## src/hw/rvPkg.sv

```systemverilog
`default_nettype none

package rvPkg;

    // Base opcodes of the supported subset
    typedef enum logic [6:0] {
        opLui    = 7'b0110111,
        opImm    = 7'b0010011,
        opReg    = 7'b0110011,
        opLoad   = 7'b0000011,
        opStore  = 7'b0100011,
        opBranch = 7'b1100011,
        opJal    = 7'b1101111,
        opJalr   = 7'b1100111
    } opcodeE;

    localparam logic [2:0] funct3Beq = 3'b000;
    localparam logic [2:0] funct3Bne = 3'b001;

    typedef enum logic [2:0] {
        aluAdd   = 3'd0,
        aluSub   = 3'd1,
        aluAnd   = 3'd2,
        aluOr    = 3'd3,
        aluSlt   = 3'd4,
        aluPassB = 3'd5   // lui
    } aluOpE;

    typedef enum logic [2:0] {
        immI = 3'd0,
        immS = 3'd1,
        immB = 3'd2,
        immJ = 3'd3,
        immU = 3'd4
    } immSrcE;

    typedef enum logic [1:0] {
        fwdNone = 2'd0,   // Register file value
        fwdMem  = 2'd1,
        fwdWb   = 2'd2
    } fwdSelE;

    typedef enum logic [1:0] {
        resAlu = 2'd0,
        resMem = 2'd1,
        resPc4 = 2'd2     // Link value of jal and jalr
    } resultSrcE;

    typedef logic [31:0] instrT;

    localparam instrT nopInstr = 32'h0000_0013;   // addi x0, x0, 0
    localparam logic [31:0] resetPc = 32'h0000_0000;

endpackage

`default_nettype wire

```

## src/hw/pipeCtrlIf.sv

```systemverilog
`timescale 1ns/1ps
`default_nettype none

interface pipeCtrlIf;
    import rvPkg::*;

    // Decoded controls, per stage
    immSrcE       immSrcD;
    logic         aluSrcE;
    rvPkg::aluOpE aluOpE;
    resultSrcE    resultSrcW;
    logic         regWriteW;
    logic         memWriteM;
    logic         isBranchE;
    logic         isJumpE;

    // Hazard unit outputs
    fwdSelE       forwardAE;
    fwdSelE       forwardBE;
    logic         stallF;
    logic         stallD;
    logic         flushD;
    logic         flushE;

    // Instruction fields and register indices from the datapath
    logic [6:0]   opD;
    logic [2:0]   funct3D;
    logic         funct7b5D;
    logic [4:0]   rs1D;
    logic [4:0]   rs2D;
    logic [4:0]   rs1E;
    logic [4:0]   rs2E;
    logic [4:0]   rdE;
    logic [4:0]   rdM;
    logic [4:0]   rdW;
    logic         mispredictE;

    modport ctrl (
        output immSrcD, aluSrcE, aluOpE, resultSrcW, regWriteW, memWriteM,
        output isBranchE, isJumpE, forwardAE, forwardBE,
        output stallF, stallD, flushD, flushE,
        input  opD, funct3D, funct7b5D, rs1D, rs2D,
        input  rs1E, rs2E, rdE, rdM, rdW, mispredictE
    );

    modport dp (
        input  immSrcD, aluSrcE, aluOpE, resultSrcW, regWriteW, memWriteM,
        input  isBranchE, isJumpE, forwardAE, forwardBE,
        input  stallF, stallD, flushD, flushE,
        output opD, funct3D, funct7b5D, rs1D, rs2D,
        output rs1E, rs2E, rdE, rdM, rdW, mispredictE
    );

endinterface

`default_nettype wire

```

## src/hw/branchPredictor.sv

```systemverilog
`timescale 1ns/1ps
`default_nettype none

module branchPredictor #(
    parameter int btbEntries = 32,
    parameter int ghrBits    = 5
) (
    input  wire                clk,
    input  wire                reset,
    input  wire  [31:0]        pcF_i,
    output logic               predTaken_o,
    output logic [31:0]        predTarget_o,
    output logic [ghrBits-1:0] phtIdxF_o,
    input  wire                updValid_i,
    input  wire  [31:0]        updPc_i,
    input  wire  [31:0]        updTarget_i,
    input  wire                updTaken_i,
    input  wire                updIsJump_i,
    input  wire  [ghrBits-1:0] updPhtIdx_i
);
    localparam int idxBits    = $clog2(btbEntries);
    localparam int tagBits    = 30 - idxBits;
    localparam int phtEntries = 1 << ghrBits;

    logic               btbValid  [btbEntries];
    logic               btbJump   [btbEntries];
    logic [tagBits-1:0] btbTag    [btbEntries];
    logic [31:0]        btbTarget [btbEntries];
    logic [1:0]         pht       [phtEntries];
    logic [ghrBits-1:0] ghr;
    logic [idxBits-1:0] idxF;
    logic [idxBits-1:0] idxU;
    logic               hitF;
    logic [1:0]         ctrU;

    // Fetch lookup
    assign idxF         = pcF_i[idxBits+1:2];
    assign hitF         = btbValid[idxF] && (btbTag[idxF] == pcF_i[31:idxBits+2]);
    assign phtIdxF_o    = ghr ^ pcF_i[ghrBits+1:2];   // gshare
    assign predTaken_o  = hitF && (btbJump[idxF] || pht[phtIdxF_o][1]);
    assign predTarget_o = btbTarget[idxF];

    assign idxU = updPc_i[idxBits+1:2];
    assign ctrU = pht[updPhtIdx_i];

    always_ff @(posedge clk) begin
        if (reset) begin
            ghr <= '0;
            for (int i = 0; i < btbEntries; i++) btbValid[i] <= 1'b0;
            for (int i = 0; i < phtEntries; i++) pht[i] <= 2'b01;   // Weakly not-taken
        end else if (updValid_i) begin
            if (updTaken_i) btbValid[idxU] <= 1'b1;
            if (!updIsJump_i) begin
                ghr <= {ghr[ghrBits-2:0], updTaken_i};
                if (updTaken_i && ctrU != 2'b11) begin
                    pht[updPhtIdx_i] <= ctrU + 2'd1;
                end else if (!updTaken_i && ctrU != 2'b00) begin
                    pht[updPhtIdx_i] <= ctrU - 2'd1;
                end
            end
        end
    end

    // BTB entry payload
    always_ff @(posedge clk) begin
        if (updValid_i && updTaken_i) begin
            btbTag[idxU]    <= updPc_i[31:idxBits+2];
            btbTarget[idxU] <= updTarget_i;
            btbJump[idxU]   <= updIsJump_i;
        end
    end

endmodule

`default_nettype wire

```

## src/hw/regFile.sv

```systemverilog
`timescale 1ns/1ps
`default_nettype none

module regFile (
    input  wire         clk,
    input  wire         reset,
    input  wire  [4:0]  ra1_i,
    input  wire  [4:0]  ra2_i,
    output logic [31:0] rd1_o,
    output logic [31:0] rd2_o,
    input  wire         we_i,
    input  wire  [4:0]  wa_i,
    input  wire  [31:0] wd_i
);
    logic [31:0] regs [1:31];   // x0 has no storage

    // Same-cycle write is visible on the read side
    function automatic logic [31:0] readPort(input logic [4:0] ra);
        if (ra == 5'd0) return 32'd0;
        if (we_i && wa_i == ra) return wd_i;
        return regs[ra];
    endfunction

    always_ff @(posedge clk) begin
        if (reset) begin
            for (int i = 1; i < 32; i++) regs[i] <= 32'd0;
        end else if (we_i && wa_i != 5'd0) begin
            regs[wa_i] <= wd_i;
        end
    end

    always_comb begin
        rd1_o = readPort(ra1_i);
        rd2_o = readPort(ra2_i);
    end

endmodule

`default_nettype wire

```

## src/hw/alu.sv

```systemverilog
`timescale 1ns/1ps
`default_nettype none

module alu (
    input  wire  [31:0]        a_i,
    input  wire  [31:0]        b_i,
    input  wire  rvPkg::aluOpE op_i,
    output logic [31:0]        result_o,
    output logic               zero_o
);
    import rvPkg::*;

    always_comb begin
        case (op_i)
            aluSub:   result_o = a_i - b_i;
            aluAnd:   result_o = a_i & b_i;
            aluOr:    result_o = a_i | b_i;
            aluSlt:   result_o = {31'd0, $signed(a_i) < $signed(b_i)};
            aluPassB: result_o = b_i;
            default:  result_o = a_i + b_i;
        endcase
    end

    assign zero_o = (result_o == 32'd0);   // beq and bne use sub

endmodule

`default_nettype wire

```

## src/hw/pipeControl.sv

```systemverilog
`timescale 1ns/1ps
`default_nettype none

module pipeControl (
    input  wire       clk,
    input  wire       reset,
    pipeCtrlIf.ctrl   ctrl
);
    import rvPkg::*;

    logic      regWriteD;
    logic      memWriteD;
    logic      aluSrcD;
    logic      branchD;
    resultSrcE resSrcD;
    aluOpE     aluOpD;
    aluOpE     aluFunctD;
    logic      regWriteE;
    logic      memWriteE;
    resultSrcE resSrcE;
    logic      regWriteM;
    resultSrcE resSrcM;
    logic      lwStall;

    // Picks the nearest producer of rs, memory stage first
    function automatic fwdSelE fwdSel(input logic [4:0] rs);
        if (rs != 5'd0 && rs == ctrl.rdM && regWriteM) return fwdMem;
        if (rs != 5'd0 && rs == ctrl.rdW && ctrl.regWriteW) return fwdWb;
        return fwdNone;
    endfunction

    // ALU op from funct3, shared by register and immediate forms
    always_comb begin
        case (ctrl.funct3D)
            3'b010:  aluFunctD = aluSlt;
            3'b110:  aluFunctD = aluOr;
            3'b111:  aluFunctD = aluAnd;
            default: aluFunctD = (ctrl.opD == opReg && ctrl.funct7b5D) ? aluSub : aluAdd;
        endcase
    end

    // Main decoder
    always_comb begin
        regWriteD    = 1'b0;
        memWriteD    = 1'b0;
        aluSrcD      = 1'b0;
        branchD      = 1'b0;
        resSrcD      = resAlu;
        aluOpD       = aluAdd;
        ctrl.immSrcD = immI;
        case (ctrl.opD)
            opLui: begin
                regWriteD    = 1'b1;
                aluSrcD      = 1'b1;
                aluOpD       = aluPassB;
                ctrl.immSrcD = immU;
            end
            opImm: begin
                regWriteD = 1'b1;
                aluSrcD   = 1'b1;
                aluOpD    = aluFunctD;
            end
            opReg: begin
                regWriteD = 1'b1;
                aluOpD    = aluFunctD;
            end
            opLoad: begin
                regWriteD = 1'b1;
                aluSrcD   = 1'b1;
                resSrcD   = resMem;
            end
            opStore: begin
                memWriteD    = 1'b1;
                aluSrcD      = 1'b1;
                ctrl.immSrcD = immS;
            end
            opBranch: begin
                branchD      = 1'b1;
                aluOpD       = aluSub;
                ctrl.immSrcD = immB;
            end
            opJal: begin
                regWriteD    = 1'b1;
                resSrcD      = resPc4;
                ctrl.immSrcD = immJ;
            end
            opJalr: begin
                regWriteD = 1'b1;
                aluSrcD   = 1'b1;   // Target is rs1 + imm
                resSrcD   = resPc4;
            end
            default: ;
        endcase
    end

    always_ff @(posedge clk) begin
        if (reset || ctrl.flushE) begin
            regWriteE      <= 1'b0;
            memWriteE      <= 1'b0;
            ctrl.isBranchE <= 1'b0;
            resSrcE        <= resAlu;
        end else begin
            regWriteE      <= regWriteD;
            memWriteE      <= memWriteD;
            ctrl.isBranchE <= branchD;
            resSrcE        <= resSrcD;
        end
    end

    always_ff @(posedge clk) begin
        ctrl.aluSrcE <= aluSrcD;
        ctrl.aluOpE  <= aluOpD;
    end

    assign ctrl.isJumpE = (resSrcE == resPc4);

    always_ff @(posedge clk) begin
        if (reset) begin
            regWriteM       <= 1'b0;
            resSrcM         <= resAlu;
            ctrl.memWriteM  <= 1'b0;
            ctrl.regWriteW  <= 1'b0;
            ctrl.resultSrcW <= resAlu;
        end else begin
            regWriteM       <= regWriteE;
            resSrcM         <= resSrcE;
            ctrl.memWriteM  <= memWriteE;
            ctrl.regWriteW  <= regWriteM;
            ctrl.resultSrcW <= resSrcM;
        end
    end

    always_comb begin
        ctrl.forwardAE = fwdSel(ctrl.rs1E);
        ctrl.forwardBE = fwdSel(ctrl.rs2E);
    end

    // Load in execute feeding the instruction in decode
    assign lwStall = (resSrcE == resMem) && (ctrl.rdE != 5'd0) &&
                     (ctrl.rdE == ctrl.rs1D || ctrl.rdE == ctrl.rs2D);

    assign ctrl.stallF = lwStall && !ctrl.mispredictE;   // Redirect wins
    assign ctrl.stallD = lwStall && !ctrl.mispredictE;
    assign ctrl.flushD = ctrl.mispredictE;
    assign ctrl.flushE = lwStall || ctrl.mispredictE;

endmodule

`default_nettype wire

```

## src/hw/pipeDatapath.sv

```systemverilog
`timescale 1ns/1ps
`default_nettype none

module pipeDatapath #(
    parameter int ghrBits = 5
) (
    input  wire                clk,
    input  wire                reset,
    pipeCtrlIf.dp              dp,
    output logic [31:0]        imemAddr_o,
    input  wire  rvPkg::instrT imemData_i,
    output logic [4:0]         ra1_o,
    output logic [4:0]         ra2_o,
    input  wire  [31:0]        rd1_i,
    input  wire  [31:0]        rd2_i,
    output logic               rfWe_o,
    output logic [4:0]         rfWa_o,
    output logic [31:0]        rfWd_o,
    output logic [31:0]        aluA_o,
    output logic [31:0]        aluB_o,
    output rvPkg::aluOpE       aluOp_o,
    input  wire  [31:0]        aluRes_i,
    input  wire                aluZero_i,
    input  wire                predTaken_i,
    input  wire  [31:0]        predTarget_i,
    input  wire  [ghrBits-1:0] phtIdx_i,
    output logic               updValid_o,
    output logic [31:0]        updPc_o,
    output logic [31:0]        updTarget_o,
    output logic               updTaken_o,
    output logic               updIsJump_o,
    output logic [ghrBits-1:0] updPhtIdx_o,
    output logic [31:0]        dmemAddr_o,
    output logic [31:0]        dmemWData_o,
    output logic               dmemWe_o,
    input  wire  [31:0]        dmemRData_i
);
    import rvPkg::*;

    logic [31:0]        pcF, pc4F, pcNextF;
    instrT              instrD;
    logic [31:0]        pcD, pc4D, immD, predTargetD;
    logic               predTakenD;
    logic [ghrBits-1:0] phtIdxD;
    logic [31:0]        pcE, pc4E, immE, rd1E, rd2E, predTargetE;
    logic               predTakenE;
    logic               jalrE;
    logic [2:0]         funct3E;
    logic [ghrBits-1:0] phtIdxE;
    logic [31:0]        srcAE, writeDataE, exResE, targetE, redirectE;
    logic               takenE;
    logic [31:0]        exResM, writeDataM;
    logic [31:0]        exResW, readDataW, resultW;

    // Fetch
    assign pc4F       = pcF + 32'd4;
    assign imemAddr_o = pcF;

    always_comb begin
        if (dp.mispredictE) pcNextF = redirectE;
        else if (predTaken_i) pcNextF = predTarget_i;
        else pcNextF = pc4F;
    end

    always_ff @(posedge clk) begin
        if (reset) pcF <= resetPc;
        else if (!dp.stallF) pcF <= pcNextF;
    end

    // Decode
    always_ff @(posedge clk) begin
        if (reset || dp.flushD) begin
            instrD     <= nopInstr;
            predTakenD <= 1'b0;
        end else if (!dp.stallD) begin
            instrD     <= imemData_i;
            predTakenD <= predTaken_i;
        end
    end

    always_ff @(posedge clk) begin
        if (!dp.stallD) begin
            pcD         <= pcF;
            pc4D        <= pc4F;
            predTargetD <= predTarget_i;
            phtIdxD     <= phtIdx_i;
        end
    end

    assign dp.opD       = instrD[6:0];
    assign dp.funct3D   = instrD[14:12];
    assign dp.funct7b5D = instrD[30];
    assign dp.rs1D      = instrD[19:15];
    assign dp.rs2D      = instrD[24:20];
    assign ra1_o        = instrD[19:15];
    assign ra2_o        = instrD[24:20];

    always_comb begin
        case (dp.immSrcD)
            immS:    immD = {{20{instrD[31]}}, instrD[31:25], instrD[11:7]};
            immB:    immD = {{20{instrD[31]}}, instrD[7], instrD[30:25], instrD[11:8], 1'b0};
            immJ:    immD = {{12{instrD[31]}}, instrD[19:12], instrD[20], instrD[30:21], 1'b0};
            immU:    immD = {instrD[31:12], 12'd0};
            default: immD = {{20{instrD[31]}}, instrD[31:20]};
        endcase
    end

    // Execute
    always_ff @(posedge clk) begin
        if (reset || dp.flushE) begin
            dp.rs1E    <= 5'd0;
            dp.rs2E    <= 5'd0;
            dp.rdE     <= 5'd0;
            predTakenE <= 1'b0;
        end else begin
            dp.rs1E    <= instrD[19:15];
            dp.rs2E    <= instrD[24:20];
            dp.rdE     <= instrD[11:7];
            predTakenE <= predTakenD;
        end
    end

    always_ff @(posedge clk) begin
        pcE         <= pcD;
        pc4E        <= pc4D;
        immE        <= immD;
        rd1E        <= rd1_i;
        rd2E        <= rd2_i;
        predTargetE <= predTargetD;
        phtIdxE     <= phtIdxD;
        funct3E     <= instrD[14:12];
        jalrE       <= (instrD[6:0] == opJalr);
    end

    always_comb begin
        case (dp.forwardAE)
            fwdMem:  srcAE = exResM;
            fwdWb:   srcAE = resultW;
            default: srcAE = rd1E;
        endcase
        case (dp.forwardBE)
            fwdMem:  writeDataE = exResM;
            fwdWb:   writeDataE = resultW;
            default: writeDataE = rd2E;
        endcase
    end

    assign aluA_o  = srcAE;
    assign aluB_o  = dp.aluSrcE ? immE : writeDataE;
    assign aluOp_o = dp.aluOpE;

    // Branch resolution
    assign takenE = dp.isJumpE ||
                    (dp.isBranchE && ((funct3E == funct3Beq && aluZero_i) ||
                                      (funct3E == funct3Bne && !aluZero_i)));
    assign targetE   = jalrE ? {aluRes_i[31:1], 1'b0} : pcE + immE;
    assign redirectE = takenE ? targetE : pc4E;
    assign exResE    = dp.isJumpE ? pc4E : aluRes_i;   // Link value for jumps

    // Wrong direction, or taken to a stale target
    assign dp.mispredictE = (takenE != predTakenE) || (takenE && targetE != predTargetE);

    assign updValid_o  = dp.isBranchE || dp.isJumpE;
    assign updPc_o     = pcE;
    assign updTarget_o = targetE;
    assign updTaken_o  = takenE;
    assign updIsJump_o = dp.isJumpE;
    assign updPhtIdx_o = phtIdxE;

    // Memory and writeback
    always_ff @(posedge clk) begin
        if (reset) begin
            dp.rdM <= 5'd0;
            dp.rdW <= 5'd0;
        end else begin
            dp.rdM <= dp.rdE;
            dp.rdW <= dp.rdM;
        end
    end

    always_ff @(posedge clk) begin
        exResM     <= exResE;
        writeDataM <= writeDataE;
        exResW     <= exResM;
        readDataW  <= dmemRData_i;
    end

    assign dmemAddr_o  = exResM;
    assign dmemWData_o = writeDataM;
    assign dmemWe_o    = dp.memWriteM;

    assign resultW = (dp.resultSrcW == resMem) ? readDataW : exResW;
    assign rfWe_o  = dp.regWriteW;
    assign rfWa_o  = dp.rdW;
    assign rfWd_o  = resultW;

endmodule

`default_nettype wire

```

## src/hw/riscvCore.sv

```systemverilog
`timescale 1ns/1ps
`default_nettype none

module riscvCore #(
    parameter int btbEntries = 32,
    parameter int ghrBits    = 5
) (
    input  wire                clk,
    input  wire                reset,
    output wire  [31:0]        imemAddr_o,
    input  wire  rvPkg::instrT imemData_i,
    output wire  [31:0]        dmemAddr_o,
    output wire  [31:0]        dmemWData_o,
    output wire                dmemWe_o,
    input  wire  [31:0]        dmemRData_i,
    output wire                mispredict_o
);
    import rvPkg::*;

    logic [4:0]         ra1, ra2, rfWa;
    logic [31:0]        rd1, rd2, rfWd;
    logic               rfWe;
    logic [31:0]        aluA, aluB, aluRes;
    aluOpE              aluOp;
    logic               aluZero;
    logic               predTaken;
    logic [31:0]        predTarget;
    logic [ghrBits-1:0] phtIdx, updPhtIdx;
    logic               updValid, updTaken, updIsJump;
    logic [31:0]        updPc, updTarget;

    pipeCtrlIf ctrlIf ();

    pipeControl i_pipeControl (
        .clk  (clk),
        .reset(reset),
        .ctrl (ctrlIf.ctrl)
    );

    pipeDatapath #(.ghrBits(ghrBits)) i_pipeDatapath (
        .clk         (clk),
        .reset       (reset),
        .dp          (ctrlIf.dp),
        .imemAddr_o  (imemAddr_o),
        .imemData_i  (imemData_i),
        .ra1_o       (ra1),
        .ra2_o       (ra2),
        .rd1_i       (rd1),
        .rd2_i       (rd2),
        .rfWe_o      (rfWe),
        .rfWa_o      (rfWa),
        .rfWd_o      (rfWd),
        .aluA_o      (aluA),
        .aluB_o      (aluB),
        .aluOp_o     (aluOp),
        .aluRes_i    (aluRes),
        .aluZero_i   (aluZero),
        .predTaken_i (predTaken),
        .predTarget_i(predTarget),
        .phtIdx_i    (phtIdx),
        .updValid_o  (updValid),
        .updPc_o     (updPc),
        .updTarget_o (updTarget),
        .updTaken_o  (updTaken),
        .updIsJump_o (updIsJump),
        .updPhtIdx_o (updPhtIdx),
        .dmemAddr_o  (dmemAddr_o),
        .dmemWData_o (dmemWData_o),
        .dmemWe_o    (dmemWe_o),
        .dmemRData_i (dmemRData_i)
    );

    branchPredictor #(
        .btbEntries(btbEntries),
        .ghrBits   (ghrBits)
    ) i_branchPredictor (
        .clk         (clk),
        .reset       (reset),
        .pcF_i       (imemAddr_o),
        .predTaken_o (predTaken),
        .predTarget_o(predTarget),
        .phtIdxF_o   (phtIdx),
        .updValid_i  (updValid),
        .updPc_i     (updPc),
        .updTarget_i (updTarget),
        .updTaken_i  (updTaken),
        .updIsJump_i (updIsJump),
        .updPhtIdx_i (updPhtIdx)
    );

    regFile i_regFile (
        .clk  (clk),
        .reset(reset),
        .ra1_i(ra1),
        .ra2_i(ra2),
        .rd1_o(rd1),
        .rd2_o(rd2),
        .we_i (rfWe),
        .wa_i (rfWa),
        .wd_i (rfWd)
    );

    alu i_alu (
        .a_i     (aluA),
        .b_i     (aluB),
        .op_i    (aluOp),
        .result_o(aluRes),
        .zero_o  (aluZero)
    );

    assign mispredict_o = ctrlIf.mispredictE;

endmodule

`default_nettype wire

```

## config.mk

```make
export PLATFORM = sky130hd
export DESIGN_NAME = riscvCore
export DESIGN_NICKNAME = d
export VERILOG_FILES = /design/src/hw/rvPkg.sv /design/src/hw/pipeCtrlIf.sv /design/src/hw/branchPredictor.sv /design/src/hw/regFile.sv /design/src/hw/alu.sv /design/src/hw/pipeControl.sv /design/src/hw/pipeDatapath.sv /design/src/hw/riscvCore.sv
export SDC_FILE = /design/constraint.sdc
export NUM_CORES = 2
export LEC_CHECK = 0
export BUFFER_PORTS_ARGS = -buffer_cell sky130_fd_sc_hd__buf_4
export CORE_ASPECT_RATIO = 2
export CORE_MARGIN = 2
export CORE_UTILIZATION = 60
export DETAILED_ROUTE_END_ITERATION = 6
export HOLD_SLACK_MARGIN = 0.08
export PLACE_DENSITY = 0.78
export SYNTH_ARGS = -nofsm -noshare
export SYNTH_HDL_FRONTEND = slang
export SYNTH_HIERARCHICAL = 1
export SYNTH_SLANG_ARGS = --single-unit
```

## constraint.sdc

```tcl
create_clock -name clk -period 28.3 [get_ports clk]
set_clock_uncertainty 0.2 [all_clocks]
set_input_delay 5.66 -clock clk [delete_from_list [all_inputs] [get_ports clk]]
set_output_delay 5.66 -clock clk [all_outputs]
set_load 0.05 [all_outputs]
```

==> impl_metrics.json <==
{
  "remaining_drc_errors": 1,
  "antenna_left": 0,
  "arrival_ns": 10.93,
  "drive_above_1_share": 0.210,
  "tns_ns": 0,
  "syn-mean-instance-area_um2": 15.7,
  "die_x_um": 366,
  "post_cts_buffers": 0,
  "max_freq_ghz": 0.0595,
  "cts_tree": "done",
  "syn_to_final_growth_pct": 9.53,
  "drt_iter0_markers": 16600,
  "grt-ovfl-total": 0,
  "antenna_found_initial": 32,
  "finalCritPeriodShare": 0.593,
  "avgViaCountPerCell": 7.17,
  "grt_pass1_vias": 96500,
  "seqCellArea_um2": 101000,
  "ir_drop_v": 0.0000624,
  "portBuffers": 163,
  "multi_input_area_um2": 53100,
  "crit_family": "simple AND/OR/NAND/NOR gates",
  "placementRows": 266,
  "place_area_um2": 162000,
  "maxSlewHeadroom": 0.0208,
  "clk_pin_slew_ns": 0.07,
  "hp-class": "register to register",
  "cts-root-buf": "clkbuf_16",
  "wl_per_cell_um": 37.4,
  "timing_worst_setup_path_type": "register to output pin",
  "die_h_um": 728,
  "yosysWarnings": 6,
  "grt_max_degree": 108,
  "worst_pin_slew_ns": 1.47,
  "dr.pass1.iters": 7,
  "slowest_stage": "a2111oi_0",
  "vias": 98800,
  "max_stage_delay_ns": 0.83,
  "required_ns": 22.44,
  "cts.sinks": 3514,
  "end_kind": "output pin",
  "maxCapViolCount": 1,
  "cts_hold_buf": 0,
  "total_leakage_power_uw": 0.0582,
  "netlist_instances": 10000,
  "status": "complete, but fails checks",
  "start_util": 0.602,
  "setup_viol": 0,
  "insertion_delay_ns": 0.95,
  "grtUsageTotal": 0.383,
  "gp_congestion": 0.979,
  "wirelength_um": 515000,
  "min_period_ns": 16.79,
  "dieArea_um2": 267000,
  "dp_hpwl_um": 307000,
  "hold_viol": 0,
  "crit_top_cell": "nor4_1",
  "path_buf_inv": 4,
  "numCtsBuffers": 304,
  "core_um2": 262000,
  "clockBufferDepth": 4,
  "syn-cell-area_um2": 157000,
  "slew_viol_final": 0,
  "rsz0062_at_grt": "false",
  "final_cell_area_um2": 172000,
  "htreeDepth": 5,
  "violations": "DRC, capacitance limit",
  "crit_fanout": 32,
  "power.density_nw_per_um2": 70.2,
  "io-pin-count": 164,
  "nets": 10200,
  "cts_resized": 0,
  "finalNonFillerCells": 13800,
  "dp_cells": 13200,
  "n_fill_cell": 17500,
  "grt_pass1_wl_um": 720000,
  "start_kind": "register"
}
[worst reg2reg max path: cells and delay by family, from the launching register on]
| kind | cells | cell delay [ns] |
|---|---|---|
| XOR/XNOR | 1 | 0.23 |
| AO/OA/AOI/OAI | 13 | 3.96 |
| multiplexers | 1 | 0.28 |
| flip-flops | 1 | 0.34 |
| adder cells (fa/ha/maj) | 2 | 1.20 |
| buffers and inverters | 6 | 1.64 |
| AND/OR/NAND/NOR | 18 | 5.42 |
[power by group]
| group | leakage, µW | total, µW | switching, µW | internal (µW) |
|---|---|---|---|---|
| Clock | 0.00487 | 4290 | 1940 | 2350 |
| Sequential | 0.0328 | 5990 | 200 | 5790 |
| Combinational | 0.0205 | 1830 | 1260 | 567 |
| Total | 0.0582 | 12100 | 3400 | 8710 |
[state kept, by name, indices dropped and copies added (netlist names), 64 cells and up]
| signal | count |
|---|---|
| i_regFile/regs | 1024 |
| i_branchPredictor/btbTag | 800 |
| i_branchPredictor/pht | 64 |
| i_branchPredictor/btbTarget | 1024 |
[placed cells by master, fill, tap and decap left out, drive strengths merged, types with 27 or more instances in the layout]
master and count:
nor2b 74, or2 45, a21oi 262, nor4 27, mux2 114, nor3 47, conb 32, o221ai 55
a2111oi 46, o22ai 79, mux2i 517, nand2 479, mux4 910, o21ai 198, o21a 34, buf 442
inv 184, a221oi 35, nand3 74, clkinv 113, xnor2 112, and2 1037, nand4 29, xor2 47
and3 44, o211ai 46, nor2 404, a22o 76, ha 132, clkbuf 376, dfxtp 471, a21o 60
bufinv 30, a22oi 230, edfxtp 3043, a31oi 31, a211oi 46
[area by class of cell]
class | instances | share of cell area
clock inverter | 172 | 0.0100
multi-input combinational | 5614 | 0.308
inverter | 167 | 0.00369
tap | 3484 | 0.0253
clock buffer | 376 | 0.0477
timing repair buffer | 442 | 0.0199
sequential | 3514 | 0.585
antenna | 11 | 0.000160
[metal layers]
metal	vias up	GRT usage	share of wire
li1	39000	-	-
met1	49800	0.511	0.34
met2	8258	0.569	0.44
met3	1680	0.123	0.15
met4	16	0.192	0.061
met5	-	0	0.00026
[per-stage QoR]
step	utilization	total power (µW)	worst slack, ns	hold WS, ns
2_1_floorplan	-	7110	14.45	0.123
3_3_place_gp	0.621	7810	12.75	0.123
3_5_place_dp	0.621	7830	12.59	0.127
4_1_cts	0.659	12000	11.58	0.136
5_1_grt	0.659	12300	10.79	0.138
6_report	0.659	12100	11.51	0.135
[path summary, 6_finish.rpt]
check                                                           from                                        end  slack (ns)  cells after the start
worst max-delay path            i_pipeDatapath/dp.rs2E[1]$_SDFF_PP0_                               mispredict_o       11.51                     35
worst max register to register  i_pipeDatapath/dp.rs2E[1]$_SDFF_PP0_  i_pipeDatapath/imemAddr_o[1]$_SDFFE_PP0P_       15.02                     41
worst min-delay path               i_pipeDatapath/pc4D[22]$_DFFE_PN_            i_pipeDatapath/pc4E[22]$_DFF_P_        0.14                      0
worst min register to register     i_pipeDatapath/pc4D[22]$_DFFE_PN_            i_pipeDatapath/pc4E[22]$_DFF_P_        0.14                      0
Note: power is estimated with default switching activity, not from simulation.
